===== src/slc3_settings.svh =====
// Build-wide constants; SLC3_MEM_WAIT must be at least 2, the SRAM answers within it
`ifndef SLC3_SETTINGS_SVH
`define SLC3_SETTINGS_SVH

// ------------------------------
// Memory map
// ------------------------------
// Single mapped word: switches on read, hex register on write
`define SLC3_IO_ADDR 16'hFFFF

// PC value after reset
`define SLC3_RESET_PC 16'h0000

// ------------------------------
// Timing
// ------------------------------
// Read states with OE held low
`define SLC3_MEM_WAIT 2
// Flops in each button synchronizer
`define SLC3_SYNC_STAGES 2

`endif


===== src/slc3Pkg.sv =====
// Types shared by control and datapath; only the kept LC-3 subset has opcode values
package slc3Pkg;

    // Instruction opcodes in ir[15:12]
    typedef enum logic [3:0] {
        BR    = 4'b0000,
        ADD   = 4'b0001,
        JSR   = 4'b0100,
        AND   = 4'b0101,
        LDR   = 4'b0110,
        STR   = 4'b0111,
        NOT   = 4'b1001,
        JMP   = 4'b1100,
        PAUSE = 4'b1101
    } slc3Opcode;

    // Controller states
    typedef enum logic [4:0] {
        Halted, FetchMar, FetchRead1, FetchRead2, FetchIr, Decode,
        ExecAdd, ExecAnd, ExecNot, BrTest, JmpLoad, JsrLink,
        LdrAddr, LdrRead1, LdrRead2, LdrLoad,
        StrAddr, StrData, StrWrite,
        PauseWaitPress, PauseWaitRelease
    } ctrlState;

    // ALU function select
    typedef enum logic [1:0] {
        Add   = 2'd0,
        And   = 2'd1,
        NotA  = 2'd2,
        PassA = 2'd3
    } aluOp;

endpackage


===== src/datapath.sv =====
// Registers, ALU and address adder; register file and IR come up unknown after reset
`include "slc3_settings.svh"

module datapath import slc3Pkg::*; (
    input  logic        Clk,
    input  logic        rstN,
    input  logic        ldMar,
    input  logic        ldMdr,
    input  logic        ldIr,
    input  logic        ldCc,
    input  logic        ldReg,
    input  logic        ldPc,
    input  logic        ldLed,
    input  logic        gatePc,
    input  logic        gateMdr,
    input  logic        gateAlu,
    input  logic        gateAddr,
    input  logic        pcSel,
    input  logic        addr1Sel,
    input  logic [1:0]  addr2Sel,
    input  logic        sr1Sel,
    input  logic        drSel,
    input  logic        sr2Sel,
    input  aluOp        aluFn,
    input  logic        mioEn,
    input  logic [15:0] memData,
    output logic [15:0] pc,
    output logic [15:0] mar,
    output logic [15:0] mdr,
    output logic [15:0] ir,
    output logic        ben,
    output logic [11:0] led
);

    logic [15:0] regFile [8];
    logic [15:0] bus;
    logic [15:0] sr1Out;
    logic [15:0] sr2Out;
    logic [15:0] aluB;
    logic [15:0] aluOut;
    logic [15:0] addr1;
    logic [15:0] addr2;
    logic [15:0] addrSum;
    logic [2:0]  sr1Idx;
    logic [2:0]  drIdx;
    logic [2:0]  nzp;

    // ------------------------------
    // Bus
    // ------------------------------
    always_comb begin
        case ({gatePc, gateMdr, gateAlu, gateAddr})
            4'b1000: bus = pc;
            4'b0100: bus = mdr;
            4'b0010: bus = aluOut;
            4'b0001: bus = addrSum;
            default: bus = 16'h0000;
        endcase
    end

    // ------------------------------
    // Register file
    // ------------------------------
    // SR1 is ir[11:9] or BaseR/SR1 in ir[8:6]
    assign sr1Idx = sr1Sel ? ir[8:6] : ir[11:9];
    // DR is ir[11:9] or R7 for JSR
    assign drIdx  = drSel ? 3'd7 : ir[11:9];
    assign sr1Out = regFile[sr1Idx];
    assign sr2Out = regFile[ir[2:0]];

    always_ff @(posedge Clk) begin
        if (ldReg) begin
            regFile[drIdx] <= bus;
        end
    end

    // ALU, imm5 or SR2 as second operand
    assign aluB = sr2Sel ? {{11{ir[4]}}, ir[4:0]} : sr2Out;

    always_comb begin
        case (aluFn)
            Add:     aluOut = sr1Out + aluB;
            And:     aluOut = sr1Out & aluB;
            NotA:    aluOut = ~sr1Out;
            default: aluOut = sr1Out;
        endcase
    end

    // ------------------------------
    // Address adder
    // ------------------------------
    assign addr1 = addr1Sel ? sr1Out : pc;

    always_comb begin
        case (addr2Sel)
            2'd1:    addr2 = {{10{ir[5]}}, ir[5:0]};
            2'd2:    addr2 = {{7{ir[8]}}, ir[8:0]};
            2'd3:    addr2 = {{5{ir[10]}}, ir[10:0]};
            default: addr2 = 16'h0000;
        endcase
    end

    assign addrSum = addr1 + addr2;

    // ------------------------------
    // Control registers
    // ------------------------------
    always_ff @(posedge Clk or negedge rstN) begin
        if (!rstN) begin
            pc  <= `SLC3_RESET_PC;
            nzp <= 3'b000;
            led <= 12'h000;
        end else begin
            // Increment or jump target
            if (ldPc) begin
                pc <= pcSel ? addrSum : pc + 16'h0001;
            end
            if (ldCc) begin
                nzp <= {bus[15], bus == 16'h0000, ~bus[15] && bus != 16'h0000};
            end
            // Pause code
            if (ldLed) begin
                led <= ir[11:0];
            end
        end
    end

    // Payload registers
    always_ff @(posedge Clk) begin
        if (ldMar) begin
            mar <= bus;
        end
        // Memory read or bus
        if (ldMdr) begin
            mdr <= mioEn ? memData : bus;
        end
        if (ldIr) begin
            ir <= bus;
        end
    end

    // Any flag named in the BR instruction
    assign ben = |(ir[11:9] & nzp);

    // A register loaded from the bus sees exactly one source
    busSourced: assert property (@(posedge Clk) disable iff (!rstN)
        (ldMar || ldIr || ldReg || ldCc) |-> $onehot({gatePc, gateMdr, gateAlu, gateAddr}))
        else $error("Bus load without a single driver");

endmodule


===== config.mk =====
export PLATFORM = sky130hd
export DESIGN_NAME = datapath
export DESIGN_NICKNAME = d
export VERILOG_FILES = /design/src/slc3Pkg.sv /design/src/datapath.sv
export VERILOG_INCLUDE_DIRS = /design/src
export SDC_FILE = /design/constraint.sdc
export NUM_CORES = 1
export LEC_CHECK = 0
export ABC_AREA = 1
export BUFFER_PORTS_ARGS = -buffer_cell sky130_fd_sc_hd__buf_4
export CAP_MARGIN = 0
export CORE_UTILIZATION = 60
export DETAILED_ROUTE_END_ITERATION = 8
export PLACE_DENSITY = 0.8
export SETUP_SLACK_MARGIN = 0.02
export SLEW_MARGIN = 20
export SYNTH_ARGS = -nofsm -noshare
export SYNTH_HDL_FRONTEND = slang
export SYNTH_SLANG_ARGS = --single-unit

===== constraint.sdc =====
create_clock -name Clk -period 9.1 [get_ports Clk]
set_input_delay 1.365 -clock Clk [delete_from_list [all_inputs] [get_ports Clk]]
set_output_delay 1.365 -clock Clk [all_outputs]
set_load 0.005 [all_outputs]

## Word level (Yosys, flattened, before mapping)

Memories as Yosys holds them, arrays and structs flattened. A register that Yosys moved wholly into a read port is not among the register bits.
Cells that the tools add are included.

| word-level totals | value |
|---|---|
| flip-flop bits (word level) | 79 |
| memory bits (writable) | 128 |
| input bits | 39 |
| output and inout port bits | 77 |
| logic and storage cells | 40 |
| memories | 1 |

Memory list:

| memory | depth | bits a word | read ports | clocked after Yosys merged registers in | wr ports | line | RTL |
|---|---|---|---|---|---|---|---|
| regFile | 8 | 16 | 2 | 1 | 1 | datapath.sv:35 | `logic [15:0] regFile [8];` |

| operators by class | value |
|---|---|
| add/subtract/negate cells | 3 |
| equality and inequality tests | 9 |
| mux-type cells | 12 |
| bitwise gates (word level) | 4 |
| reduce and logical (&&, ||, !) cells | 5 |

Operators with widths:

| cell | number |
|---|---|
| one-hot mux 16 bit (3 select lines) | 2 |
| 2-to-1 mux 16 bit | 4 |
| one-hot mux 16 bit (4 select lines) | 1 |
| adder 16 bit | 2 |
| adder 16 x 1 -> 16 bit (second input constant) | 1 |
| AND 16 bit | 1 |
| zero test 16 bit | 1 |
| NOT 16 bit | 1 |
| nonzero test 16 bit | 1 |
| 2-to-1 mux 3 bit | 3 |
| == test 2 bit (second input constant) | 3 |
| == test 2 x 1 -> 1 bit (second input constant) | 2 |
| == test 4 x 1 -> 1 bit (second input constant) | 1 |
| == test 4 x 2 -> 1 bit (second input constant) | 1 |
| == test 4 x 3 -> 1 bit (second input constant) | 1 |
| == test 4 bit (second input constant) | 1 |
| AND 3 bit | 1 |
| OR reduction 3 bit | 1 |
| zero test 2 bit | 1 |
| 2-to-1 mux 1 bit | 2 |
| logical AND 1 bit | 1 |
| NOT 1 bit | 1 |

## Depth between registers and ports, before layout

Gate-level depths: netlist of run 1.
An unclocked memory read counts as a cell.

| depth | value |
|---|---|
| depth after elaboration | 7 |
| gate-level depth with buffers | 33 |

## Least setup slack after synthesis of run 1

Ideal clock, no wire load.

| timing | value |
|---|---|
| path kind | input -> register |
| from | input port sr1Sel |
| to | register nzp[0] |
| arrival time | 4.767 ns |
| data required time | 8.984 ns |
| slack | 4.217 ns |
| stages on the path | 29 |
| buffers on the path | 3 |
| cells stage by stage | buf_6 -> inv_4 -> nand2_4 -> nand2_4 -> buf_6 -> buf_6 -> o211ai_1 -> nand2_1 -> o21ai_2 -> o21ai_0 -> ha_1 -> fa_1 -> a21oi_1 -> o21bai_1 -> nand2_1 -> o211ai_1 -> nand2_1 -> nand2_1 -> a21oi_1 -> o21ai_0 -> xor2_1 -> nand2_1 -> nand3_1 -> inv_1 -> nand2_1 -> nor2_1 -> nand3_1 -> nor2_1 -> nor2_1 |

| between the ends | value |
|---|---|
| longest elaborated chain between the ends | 7 |
| elaborated cells between the ends (all ways) | 12 |
| classes of those cells | 2 x add/sub; 4 x mux; 3 x bitwise; 2 x reduce/logical; 1 x memory |

RTL lines:

| item | line | RTL |
|---|---|---|
| start, declared | datapath.sv:21 | `input logic sr1Sel,` |
| 2-to-1 mux 3 bit (*) | datapath.sv:65 | `assign sr1Idx = sr1Sel ? ir[8:6] : ir[11:9];` |
| memory (8 x 16 bit) (*) | -- |  |
| adder 16 bit (tied with other cells) | datapath.sv:82 | `Add: aluOut = sr1Out + aluB;` |
| one-hot mux 16 bit (3 select lines) / adder 16 bit (equally long branches) | datapath.sv:81, datapath.sv:103 |  |
| one-hot mux 16 bit (4 select lines) (*) | datapath.sv:52 | `case ({gatePc, gateMdr, gateAlu, gateAddr})` |
| via bus[12] | datapath.sv:36 | `logic [15:0] bus;` |
| nonzero test 16 bit (*) | datapath.sv:119 | `nzp <= {bus[15], bus == 16'h0000, ~bus[15] && bus != 16'h0000};` |
| logical AND 1 bit (*) | datapath.sv:119 |  |
| end signal, assigned | datapath.sv:119 |  |
| end, declared | datapath.sv:46 | `logic [2:0] nzp;` |

Mark *: on every way through the listed nets, which the timed path passes. The rest lies on a longest branch.
A chain may end at the register's enable or synchronous reset.

## Worst setup path in the final report of run 1

Ends and elaborated chain as after synthesis.

==> results.toml, run 1 <==
[run_status]
status = "finished, final reports clean"

[final_layout]
ff_latch_area_um2 = 6120
antennaDiodeCount = 0
synthToLayoutAreaGrowth_pct = 14.2
multi_input_area_um2 = 5530
final_layout_size_suffix_gt1_frac = 0.135
fin_nets = 1708
finalNonFillerCells = 1930
nFillCells = 1757

[place]
place.gp.congestion = 0.975
pre_cts_ws_ns = 2.98
dp_hpwl_mm = 26.7
port_buffers = 115
placed_cells_incl_taps = 1888

[logic_synthesis]
syn_area_per_cell_um2 = 8.23
synth_cell_types = 55
seq_area_frac_synth = 0.479
synth.net_count = 1622
yosysWarnings = 0
synth-edff-count = 176
synth-async-reset-ratio = 0.148
ys_ff_latch = 210
syn_inst = 1552
syn_area_um2 = 12800
synth-main-ff-cell = "edfxtp_1"

[setup_path]
critPathLaunchType = "input port"
critPathMaxFanout = 105
critical_path_class = "input port to flop"
r2r_slack_ns = 3.63
r2r_cells = 26
regToRegEndpoint = "nzp[0]$_DFFE_PN0P_"
required_ns = 9.53
r2r-start = "ir[9]$_DFFE_PP_"
endpoint_kind = "flop"
worstPathArrival_ns = 6.20

[sta]
fmax_mhz = 173
slew_headroom = 0.313
layout_min_cycle_time_ns = 5.77
tightest_slew_ns = 1.03
fin_crit_sh = 0.634
final_max_slew_viol_count = 0
final_hold_viol_count = 0
grt_setup_unrepaired = "false"
setup_ws_ns = 3.33
tns_ns = 0
fin_skew_ns = 0.0125
finalSetupViolations = 0

[min_path]
min_path_cells = 1
hold_end = "led[8]$_DFFE_PN0P_"
hold_path.class = "flop to flop"
min-delay-start = "led[8]$_DFFE_PN0P_"

[clock_tree]
cts_buffer_depth = 3
cts-resized-gates = 0
post_cts_buffers = 0
cts-root-buf = "clkbuf_16"
cts_tree = "built"
clk_latency_ns = 0.53
holdBufCountCts = 0
clk_pin_slew_ns = 0.06
cts_buffers = 23
cts_num_sinks = 210
cts.htree.levels = 1

[power_and_ir_drop]
leakage_nw = 6.42
power.density_nw_per_um2 = 210
ir_drop_mv = 0.166
finalPower_mw = 3.06

[detailed_routing]
wl_per_cell_um = 20.4
drt_iter0_markers = 1366
drt_wl_total_mm = 39.3
vias_per_cell = 6.15
via_count = 11869
drc = 0
detail-route-antenna-nets = 0
drtPass1Iterations = 8

[die]
rows = 53
fp.dieW_um = 148
dieArea_um2 = 21900
io_pins = 116
core_um2 = 21000
die_height_um = 148
initial_utilization = 0.610

[global_routing]
grt_max_degree = 106
grt_use_total = 0.359
overflow = 0
grt_pass1_wl_mm = 60.1
grt_pass1_vias = 10942
grt_antenna_before_repair = 1

[flow_run]
cap_violations = 0
## metrics by stage
stage | instance area, um^2 | hold WS, ns | utilization
5_1_grt | 14600 | 0.533 | 0.696
4_1_cts | 14600 | 0.510 | 0.696
2_1_floorplan | 12800 | 0.459 | -
3_3_place_gp | 13700 | 0.472 | 0.656
3_5_place_dp | 13700 | 0.496 | 0.656
6_report | 14600 | 0.509 | 0.696
## where the power goes
| group | internal, mW | switching, mW | total (mW) | leakage (nW) |
|---|---|---|---|---|
| clock | 0.627 | 0.411 | 1.04 | 0.415 |
| combinational | 0.290 | 0.553 | 0.844 | 3.93 |
| sequential | 1.12 | 0.0515 | 1.18 | 2.08 |
## flip-flops by register name, summed over array words and instances (netlist names), named ones only
| name | count |
|---|---|
| ir | 16 |
| pc | 16 |
| mdr | 16 |
| mar | 16 |
| regFile | 128 |
| nzp | 3 |
| led | 12 |
## synthesized netlist by cell type (all sizes together), types with 2 or more instances
cell	instances	area share
nand3	160	0.064
o21a	3	0.0019
a31oi	15	0.0078
clkinv	3	0.00088
nor2	120	0.036
o211ai	35	0.021
o21ai	170	0.071
buf	33	0.018
dfrtp	31	0.061
xor2	17	0.012
a22oi	3	0.0018
dfxtp	3	0.0047
nor3	12	0.0047
a221oi	7	0.0058
a21oi	130	0.052
a211oi	2	0.0016
clkbuf	38	0.011
inv	196	0.058
o22ai	9	0.0044
a2111oi	2	0.0014
nand2	329	0.10
o21bai	2	0.0012
xnor2	4	0.0027
edfxtp	176	0.41
ha	30	0.029
nand4	7	0.0034
o221ai	5	0.0034
## worst max-delay path, cell delays in order
cell and delay [ns]:
buf_4 0.17, inv_4 0.08, nand2_4 0.11, nand2_4 0.75
nand2_1 0.14, o211ai_1 0.14, nand2_1 0.10, o21ai_2 0.22
o21ai_0 0.13, ha_1 0.25, fa_1 0.48, a21oi_1 0.19
o21bai_1 0.14, nand2_1 0.10, o211ai_1 0.13, nand2_1 0.10
nand2_1 0.05, a21oi_1 0.28, o21ai_0 0.16, xor2_1 0.17
nand2_1 0.07, nand3_1 0.07, inv_1 0.07, nand2_1 0.24
nor2_1 0.18, nand3_1 0.11, nor2_1 0.13, nor2_1 0.04
## worst max path at each step
| stage | from | cells past startpoint | end |
|---|---|---|---|
| final | sr1Sel | 28 | nzp[0]$_DFFE_PN0P_ |
| after global routing | sr1Sel | 28 | nzp[0]$_DFFE_PN0P_ |
| after CTS | sr1Sel | 28 | nzp[0]$_DFFE_PN0P_ |
| after detailed placement | sr1Sel | 28 | nzp[0]$_DFFE_PN0P_ |
| after global placement | sr1Sel | 27 | nzp[0]$_DFFE_PN0P_ |
| after floorplan | sr1Sel | 29 | nzp[0]$_DFFE_PN0P_ |
## cell usage in the layout, fill, tap and decap left out, drive strengths merged, types with 5 or more instances in the layout
cell	synthesis	final
nand2	329	329
inv	196	200
edfxtp	176	176
o21ai	170	170
nand3	160	160
buf	33	132
a21oi	130	130
nor2	120	120
o211ai	35	35
dfrtp	31	31
ha	30	30
clkbuf	38	29
xor2	17	17
a31oi	15	15
nor3	12	12
o22ai	9	9
nand4	7	7
a221oi	7	7
clkinv	3	7
o221ai	5	5
## per-layer routing
layer / GRT usage / vias up / wire length, um
met4: 0.165 / 0 / 1680
met2: 0.567 / 775 / 18000
met3: 0.0534 / 127 / 4440
met5: 0 / - / 0
met1: 0.492 / 5468 / 15300
li1: - / 5499 / -
## cell type report
type	count	area share
Clock buffer	29	0.0445
Clock inverter	13	0.0134
Inverter	199	0.0514
Multi-Input combinational cell	1072	0.379
Sequential cell	210	0.420
Tap cell	275	0.0236
Timing Repair Buffer	132	0.0679
## cell families (layout without fill, tap and decap cells)
family | count (synthesis) | count (layout) | share of synthesized area
AOI/OAI and AO/OA | 386 | 386 | 0.175
buffers and inverters | 270 | 373 | 0.0877
xor gates and xnor gates | 21 | 21 | 0.0144
adders and majority gates | 31 | 31 | 0.0310
and+or+nand+nor | 633 | 633 | 0.212
muxes | 1 | 1 | 0.000882
DFF | 210 | 210 | 0.479
Power figures use the tool's default switching activity.
==> inputs of run 2 (changes only) <==
==> constraint.sdc (replaced) <==
create_clock -name Clk -period 5.8 [get_ports Clk]
set_input_delay 0.87 -clock Clk [delete_from_list [all_inputs] [get_ports Clk]]
set_output_delay 0.87 -clock Clk [all_outputs]
set_load 0.005 [all_outputs]
==> run 2 against run 1 <==
  * Utilization fell by 0.29 points
  * Worst hold slack got worse by 0.22 ns
  * Clock power rose by 38%
  * Largest power group unchanged
==> results.toml, run 2 (synthesis gave the netlist of run 1 again) <==
[setup_path]
cp.depth = 26
required_ns = 6.21
max_stage_delay_ns = 0.68
crit_buf_inv = 1
cp_slowest_cell = "edfxtp_1"
r2r_cells = 26
critPathMaxFanout = 48
crit_end = "nzp[0]$_DFFE_PN0P_"
r2r_slack_ns = 0.68
critPathTopFamily = "simple AND/OR/NAND/NOR gates"
r2r-start = "ir[9]$_DFFE_PP_"
critical_path_class = "flop to flop"
critPathLaunch = "ir[9]$_DFFE_PP_"
regToRegEndpoint = "nzp[0]$_DFFE_PN0P_"
worstPathArrival_ns = 5.53
endpoint_kind = "flop"
critPathLaunchType = "flop"
crit_top_cell = "nand2_1"

[sta]
final_hold_viol_count = 0
final_max_slew_viol_count = 0
grt_setup_unrepaired = "false"
layout_min_cycle_time_ns = 5.12
finalSetupViolations = 0
tightest_slew_ns = 0.761
tns_ns = 0
fin_skew_ns = 0.0167
fin_crit_sh = 0.883
slew_headroom = 0.493
hold-worst-slack_ns = 0.287
fmax_mhz = 195

[clock_tree]
cts-root-buf = "clkbuf_16"
holdBufCountCts = 0
cts_num_sinks = 210
cts_buffers = 23
cts_buffer_depth = 3
cts-resized-gates = 0
cts_tree = "built"
post_cts_buffers = 0
cts.htree.levels = 1
clk_pin_slew_ns = 0.07
clk_latency_ns = 0.52

[final_layout]
final_common_cell = "nand2_1"
final_cell_area_um2 = 14500
nFillCells = 1768
antennaDiodeCount = 0
regMostFlops = "regFile"
synthToLayoutAreaGrowth_pct = 13.7
largest_reg_flops = 128
fin_nets = 1713
finalNonFillerCells = 1934
final_layout_size_suffix_gt1_frac = 0.136
layout_common_cells = "nand2_1 (314), inv_1 (189), edfxtp_1 (176)"

[global_routing]
grt_max_degree = 59
grt_pass1_wl_mm = 59.8
grt_pass1_vias = 11164
overflow = 0
grt_antenna_before_repair = 0
grt_use_total = 0.359

[detailed_routing]
vias_per_cell = 6.13
drt_wl_total_mm = 39.1
drt_iter0_markers = 1168
drc = 0
via_count = 11851
wl_per_cell_um = 20.2
detail-route-antenna-nets = 0
drtPass1Iterations = 7

[die]
initial_utilization = 0.610
die_height_um = 148
fp.dieW_um = 148
io_pins = 116
dieArea_um2 = 21900
core_um2 = 21000
rows = 53

[place]
post_dp_cell_area_um2 = 13800
place.gp.congestion = 0.976
dp_hpwl_mm = 27.2
placed_cells_incl_taps = 1893
port_buffers = 115

[power_and_ir_drop]
finalPower_mw = 4.61
leakage_nw = 6.39
power.density_nw_per_um2 = 317
ir_drop_mv = 0.284

[min_path]
hold_path.class = "input port to async pin"

[run_status]
status = "finished, final reports clean"

[flow_run]
cap_violations = 0
[run 2: per-layer routing]
| layer | track usage | share of wire |
|---|---|---|
| met1 | 0.494 | 0.41 |
| met4 | 0.136 | 0.035 |
| met2 | 0.575 | 0.46 |
| met3 | 0.0552 | 0.095 |
| met5 | 0 | 0 |
[run 2: through the flow]
step / util / worst slack, ns
floorplan: - / 1.41
global placement: 0.658 / 0.601
detailed placement: 0.658 / 0.452
CTS: 0.693 / 0.854
global route: 0.693 / 0.348
finish: 0.693 / 0.680
[run 2: power breakdown]
part	total (mW)	internal (mW)	switching, mW
combinational	1.32	0.461	0.857
clock	1.44	0.812	0.627
sequential	1.85	1.76	0.0903
total	4.61	3.04	1.57
[run 2: how the worst min path moves through the flow]
stage	startpoint	to	slack [ns]	cells past startpoint
3_5_place_dp	nzp[2]$_DFFE_PN0P_	nzp[2]$_DFFE_PN0P_	0.49	1
4_1_cts	rstN	pc[10]$_DFFE_PN0P_	0.29	1
2_1_floorplan	nzp[1]$_DFFE_PN0P_	nzp[1]$_DFFE_PN0P_	0.46	2
5_1_grt	rstN	pc[10]$_DFFE_PN0P_	0.32	1
6_report	rstN	pc[10]$_DFFE_PN0P_	0.29	1
3_3_place_gp	nzp[2]$_DFFE_PN0P_	nzp[2]$_DFFE_PN0P_	0.47	1
[run 2: final cells by class]
cell class / instances / area, um^2 / share of cell area
well taps: 275 / 344 / 0.0237
clock inverters: 11 / 111 / 0.00767
inverters: 199 / 749 / 0.0516
repair buffers: 137 / 1040 / 0.0717
flip-flops and latches: 210 / 6120 / 0.422
multi-input cells: 1072 / 5530 / 0.381
clock buffers: 30 / 622 / 0.0428
[run 2: worst reg2reg max path, stage by stage (launching register included)]
cell and delay [ns]:
edfxtp_1 0.68, nand2_4 0.23, nand2_4 0.43, nand2_1 0.10, o211ai_1 0.11, nand2_1 0.10, o21ai_2 0.26, o21ai_0 0.14
ha_1 0.24, fa_1 0.46, a21oi_1 0.20, o21bai_1 0.15, nand2_1 0.09, o211ai_1 0.14, nand2_1 0.10, nand2_1 0.07
a21oi_1 0.24, o21ai_0 0.16, xor2_1 0.18, nand2_1 0.07, nand3_1 0.07, inv_1 0.07, nand2_1 0.26, nor2_1 0.20
nand3_1 0.11, nor2_1 0.12, nor2_1 0.05
==> inputs of run 3 (changes only) <==
==> constraint.sdc (replaced) <==
create_clock -name Clk -period 6 [get_ports Clk]
set_input_delay 0.9 -clock Clk [delete_from_list [all_inputs] [get_ports Clk]]
set_output_delay 0.9 -clock Clk [all_outputs]
set_load 0.005 [all_outputs]
==> run 3 against run 2 <==
  * Die area unchanged
  * Total power is 5.0% lower
  * Worst setup slack improved by 0.072 ns
  * Via count up 0.43%
  * Non-clock buffer count shrank 1
  * Critical endpoint unchanged
  * Highest routed layer unchanged
==> results.toml, run 3 (synthesis gave the netlist of run 1 again) <==
[power_and_ir_drop]
p_sw_frac = 0.340
power.density_nw_per_um2 = 303
power_switching_mw = 1.49
ir_drop_mv = 0.257
pwr-share-clk = 0.300
internal-power_mw = 2.89
finalPower_mw = 4.38
seqPwrFrac = 0.408
p_comb_frac = 0.292
leakage_nw = 6.36

[detailed_routing]
vias_per_cell = 6.17
via_count = 11902
drtPass1Iterations = 7
wl_per_cell_um = 20.4
drc = 0
detail-route-antenna-nets = 0
drt_iter0_markers = 1338
drt_wl_total_mm = 39.4

[setup_path]
r2r_cells = 24
endpoint_kind = "flop"
regToRegEndpoint = "nzp[0]$_DFFE_PN0P_"
r2r_slack_ns = 0.75
critPathLaunch = "ir[11]$_DFFE_PP_"
crit_end = "nzp[0]$_DFFE_PN0P_"
required_ns = 6.42
r2r-start = "ir[11]$_DFFE_PP_"
worstPathArrival_ns = 5.67
critPathLaunchType = "flop"
critPathMaxFanout = 25
critical_path_class = "flop to flop"

[global_routing]
met3_usage = 0.0580
busiest_layer = "met2"
overflow = 0
grt_pass1_wl_mm = 60.4
grt_pass1_vias = 11176
grt_max_degree = 62
grt_use_total = 0.361
use_met2 = 0.582
grt_antenna_before_repair = 0
use_met1 = 0.484

[clock_tree]
cts_buffer_depth = 3
cts.htree.levels = 1
clk_pin_slew_ns = 0.06
cts_num_sinks = 210
clk_latency_ns = 0.54
post_cts_buffers = 0
holdBufCountCts = 0
cts-resized-gates = 0
cts-root-buf = "clkbuf_16"
cts_tree = "built"
cts_buffers = 23

[sta]
final_max_slew_viol_count = 0
final_hold_viol_count = 0
setup_ws_ns = 0.752
layout_min_cycle_time_ns = 5.25
fmax_mhz = 191
finalSetupViolations = 0
tns_ns = 0
grt_setup_unrepaired = "false"
hold-worst-slack_ns = 0.310
fin_crit_sh = 0.875
slew_headroom = 0.447
fin_skew_ns = 0.0206
tightest_slew_ns = 0.827

[die]
initial_utilization = 0.610
dieArea_um2 = 21900
core_um2 = 21000
die_height_um = 148
io_pins = 116
rows = 53
fp.dieW_um = 148

[place]
dp_hpwl_mm = 27.5
pre_cts_ws_ns = 0.581
port_buffers = 115
place.gp.congestion = 1.00

[final_layout]
final_layout_size_suffix_gt1_frac = 0.131
regMostFlops = "regFile"
synthToLayoutAreaGrowth_pct = 13.1
fin_nets = 1712
layout_common_cells = "nand2_1 (314), inv_1 (189), edfxtp_1 (176)"
final_common_cell = "nand2_1"
antennaDiodeCount = 0
largest_reg_flops = 128

[min_path]
hold_path.class = "input port to async pin"

[run_status]
status = "finished, final reports clean"

[flow_run]
cap_violations = 0
run 3: changes by cell type in the layout (fill, tap and decap cells not counted):
cell        previous run  this run
clkbuf_1               5         3
clkinv_1               3        10
inv_6                  2         0
clkinv_4               5         0
inv_16                 0         1
clkinvlp_4             2         0
clkinv_2               1         3
clkbuf_8               2         0
buf_12                 1         0
run 3: area by class of cell:
class / count / area, um^2
Clock buffer: 26 / 587
Clock inverter: 12 / 91.3
Fill cell: 1720 / 6510
Inverter: 199 / 749
Multi-Input combinational cell: 1072 / 5530
Sequential cell: 210 / 6120
Tap cell: 275 / 344
Timing Repair Buffer: 136 / 1020
run 3: layer usage:
layer,wire length [um],part of all wire,vias to the layer above
met4,1510,0.038,0
met2,18200,0.46,672
met5,0,0,-
li1,-,-,5508
met1,15700,0.40,5610
met3,3970,0.10,112
run 3: power groups by stage:
stage | combinational [mW] | sequential (mW) | clock, mW
4_1_cts | 1.26 | 1.78 | 1.32
3_3_place_gp | 1.22 | 1.81 | 0
6_report | 1.28 | 1.79 | 1.31
2_1_floorplan | 0.853 | 1.79 | 0
5_1_grt | 1.41 | 1.80 | 1.37
3_5_place_dp | 1.25 | 1.81 | 0
run 3: critical path, stage by stage (launching register included):
cell	delay, ns
edfxtp_1	0.59
inv_1	0.17
o21ai_4	0.67
inv_1	0.26
o21ai_2	0.29
o21ai_0	0.14
ha_1	0.27
fa_1	0.47
a21oi_1	0.19
o21bai_1	0.14
nand2_1	0.11
o211ai_1	0.16
nand2_1	0.11
nand2_1	0.06
a21oi_1	0.26
o21ai_0	0.15
xor2_1	0.17
nand2_1	0.07
nand3_1	0.08
inv_1	0.08
nand2_1	0.23
nor2_1	0.19
nand3_1	0.11
nor2_1	0.12
nor2_1	0.04
run 3: per-stage QoR:
step	instance area [um^2]	instances	util
4_1_cts	14400	1930	0.689
6_report	14400	1930	0.689
3_3_place_gp	13800	1892	0.657
2_1_floorplan	12800	1552	-
3_5_place_dp	13800	1892	0.657
5_1_grt	14400	1930	0.689
run 3: worst min path at each step:
| stage | end | slack (ns) | depth (start not counted) |
|---|---|---|---|
| 2_1_floorplan | nzp[1]$_DFFE_PN0P_ | 0.46 | 2 |
| 3_3_place_gp | nzp[2]$_DFFE_PN0P_ | 0.48 | 1 |
| 3_5_place_dp | nzp[1]$_DFFE_PN0P_ | 0.50 | 2 |
| 4_1_cts | nzp[1]$_DFFE_PN0P_ | 0.30 | 1 |
| 5_1_grt | nzp[1]$_DFFE_PN0P_ | 0.34 | 1 |
| 6_report | pc[14]$_DFFE_PN0P_ | 0.31 | 1 |
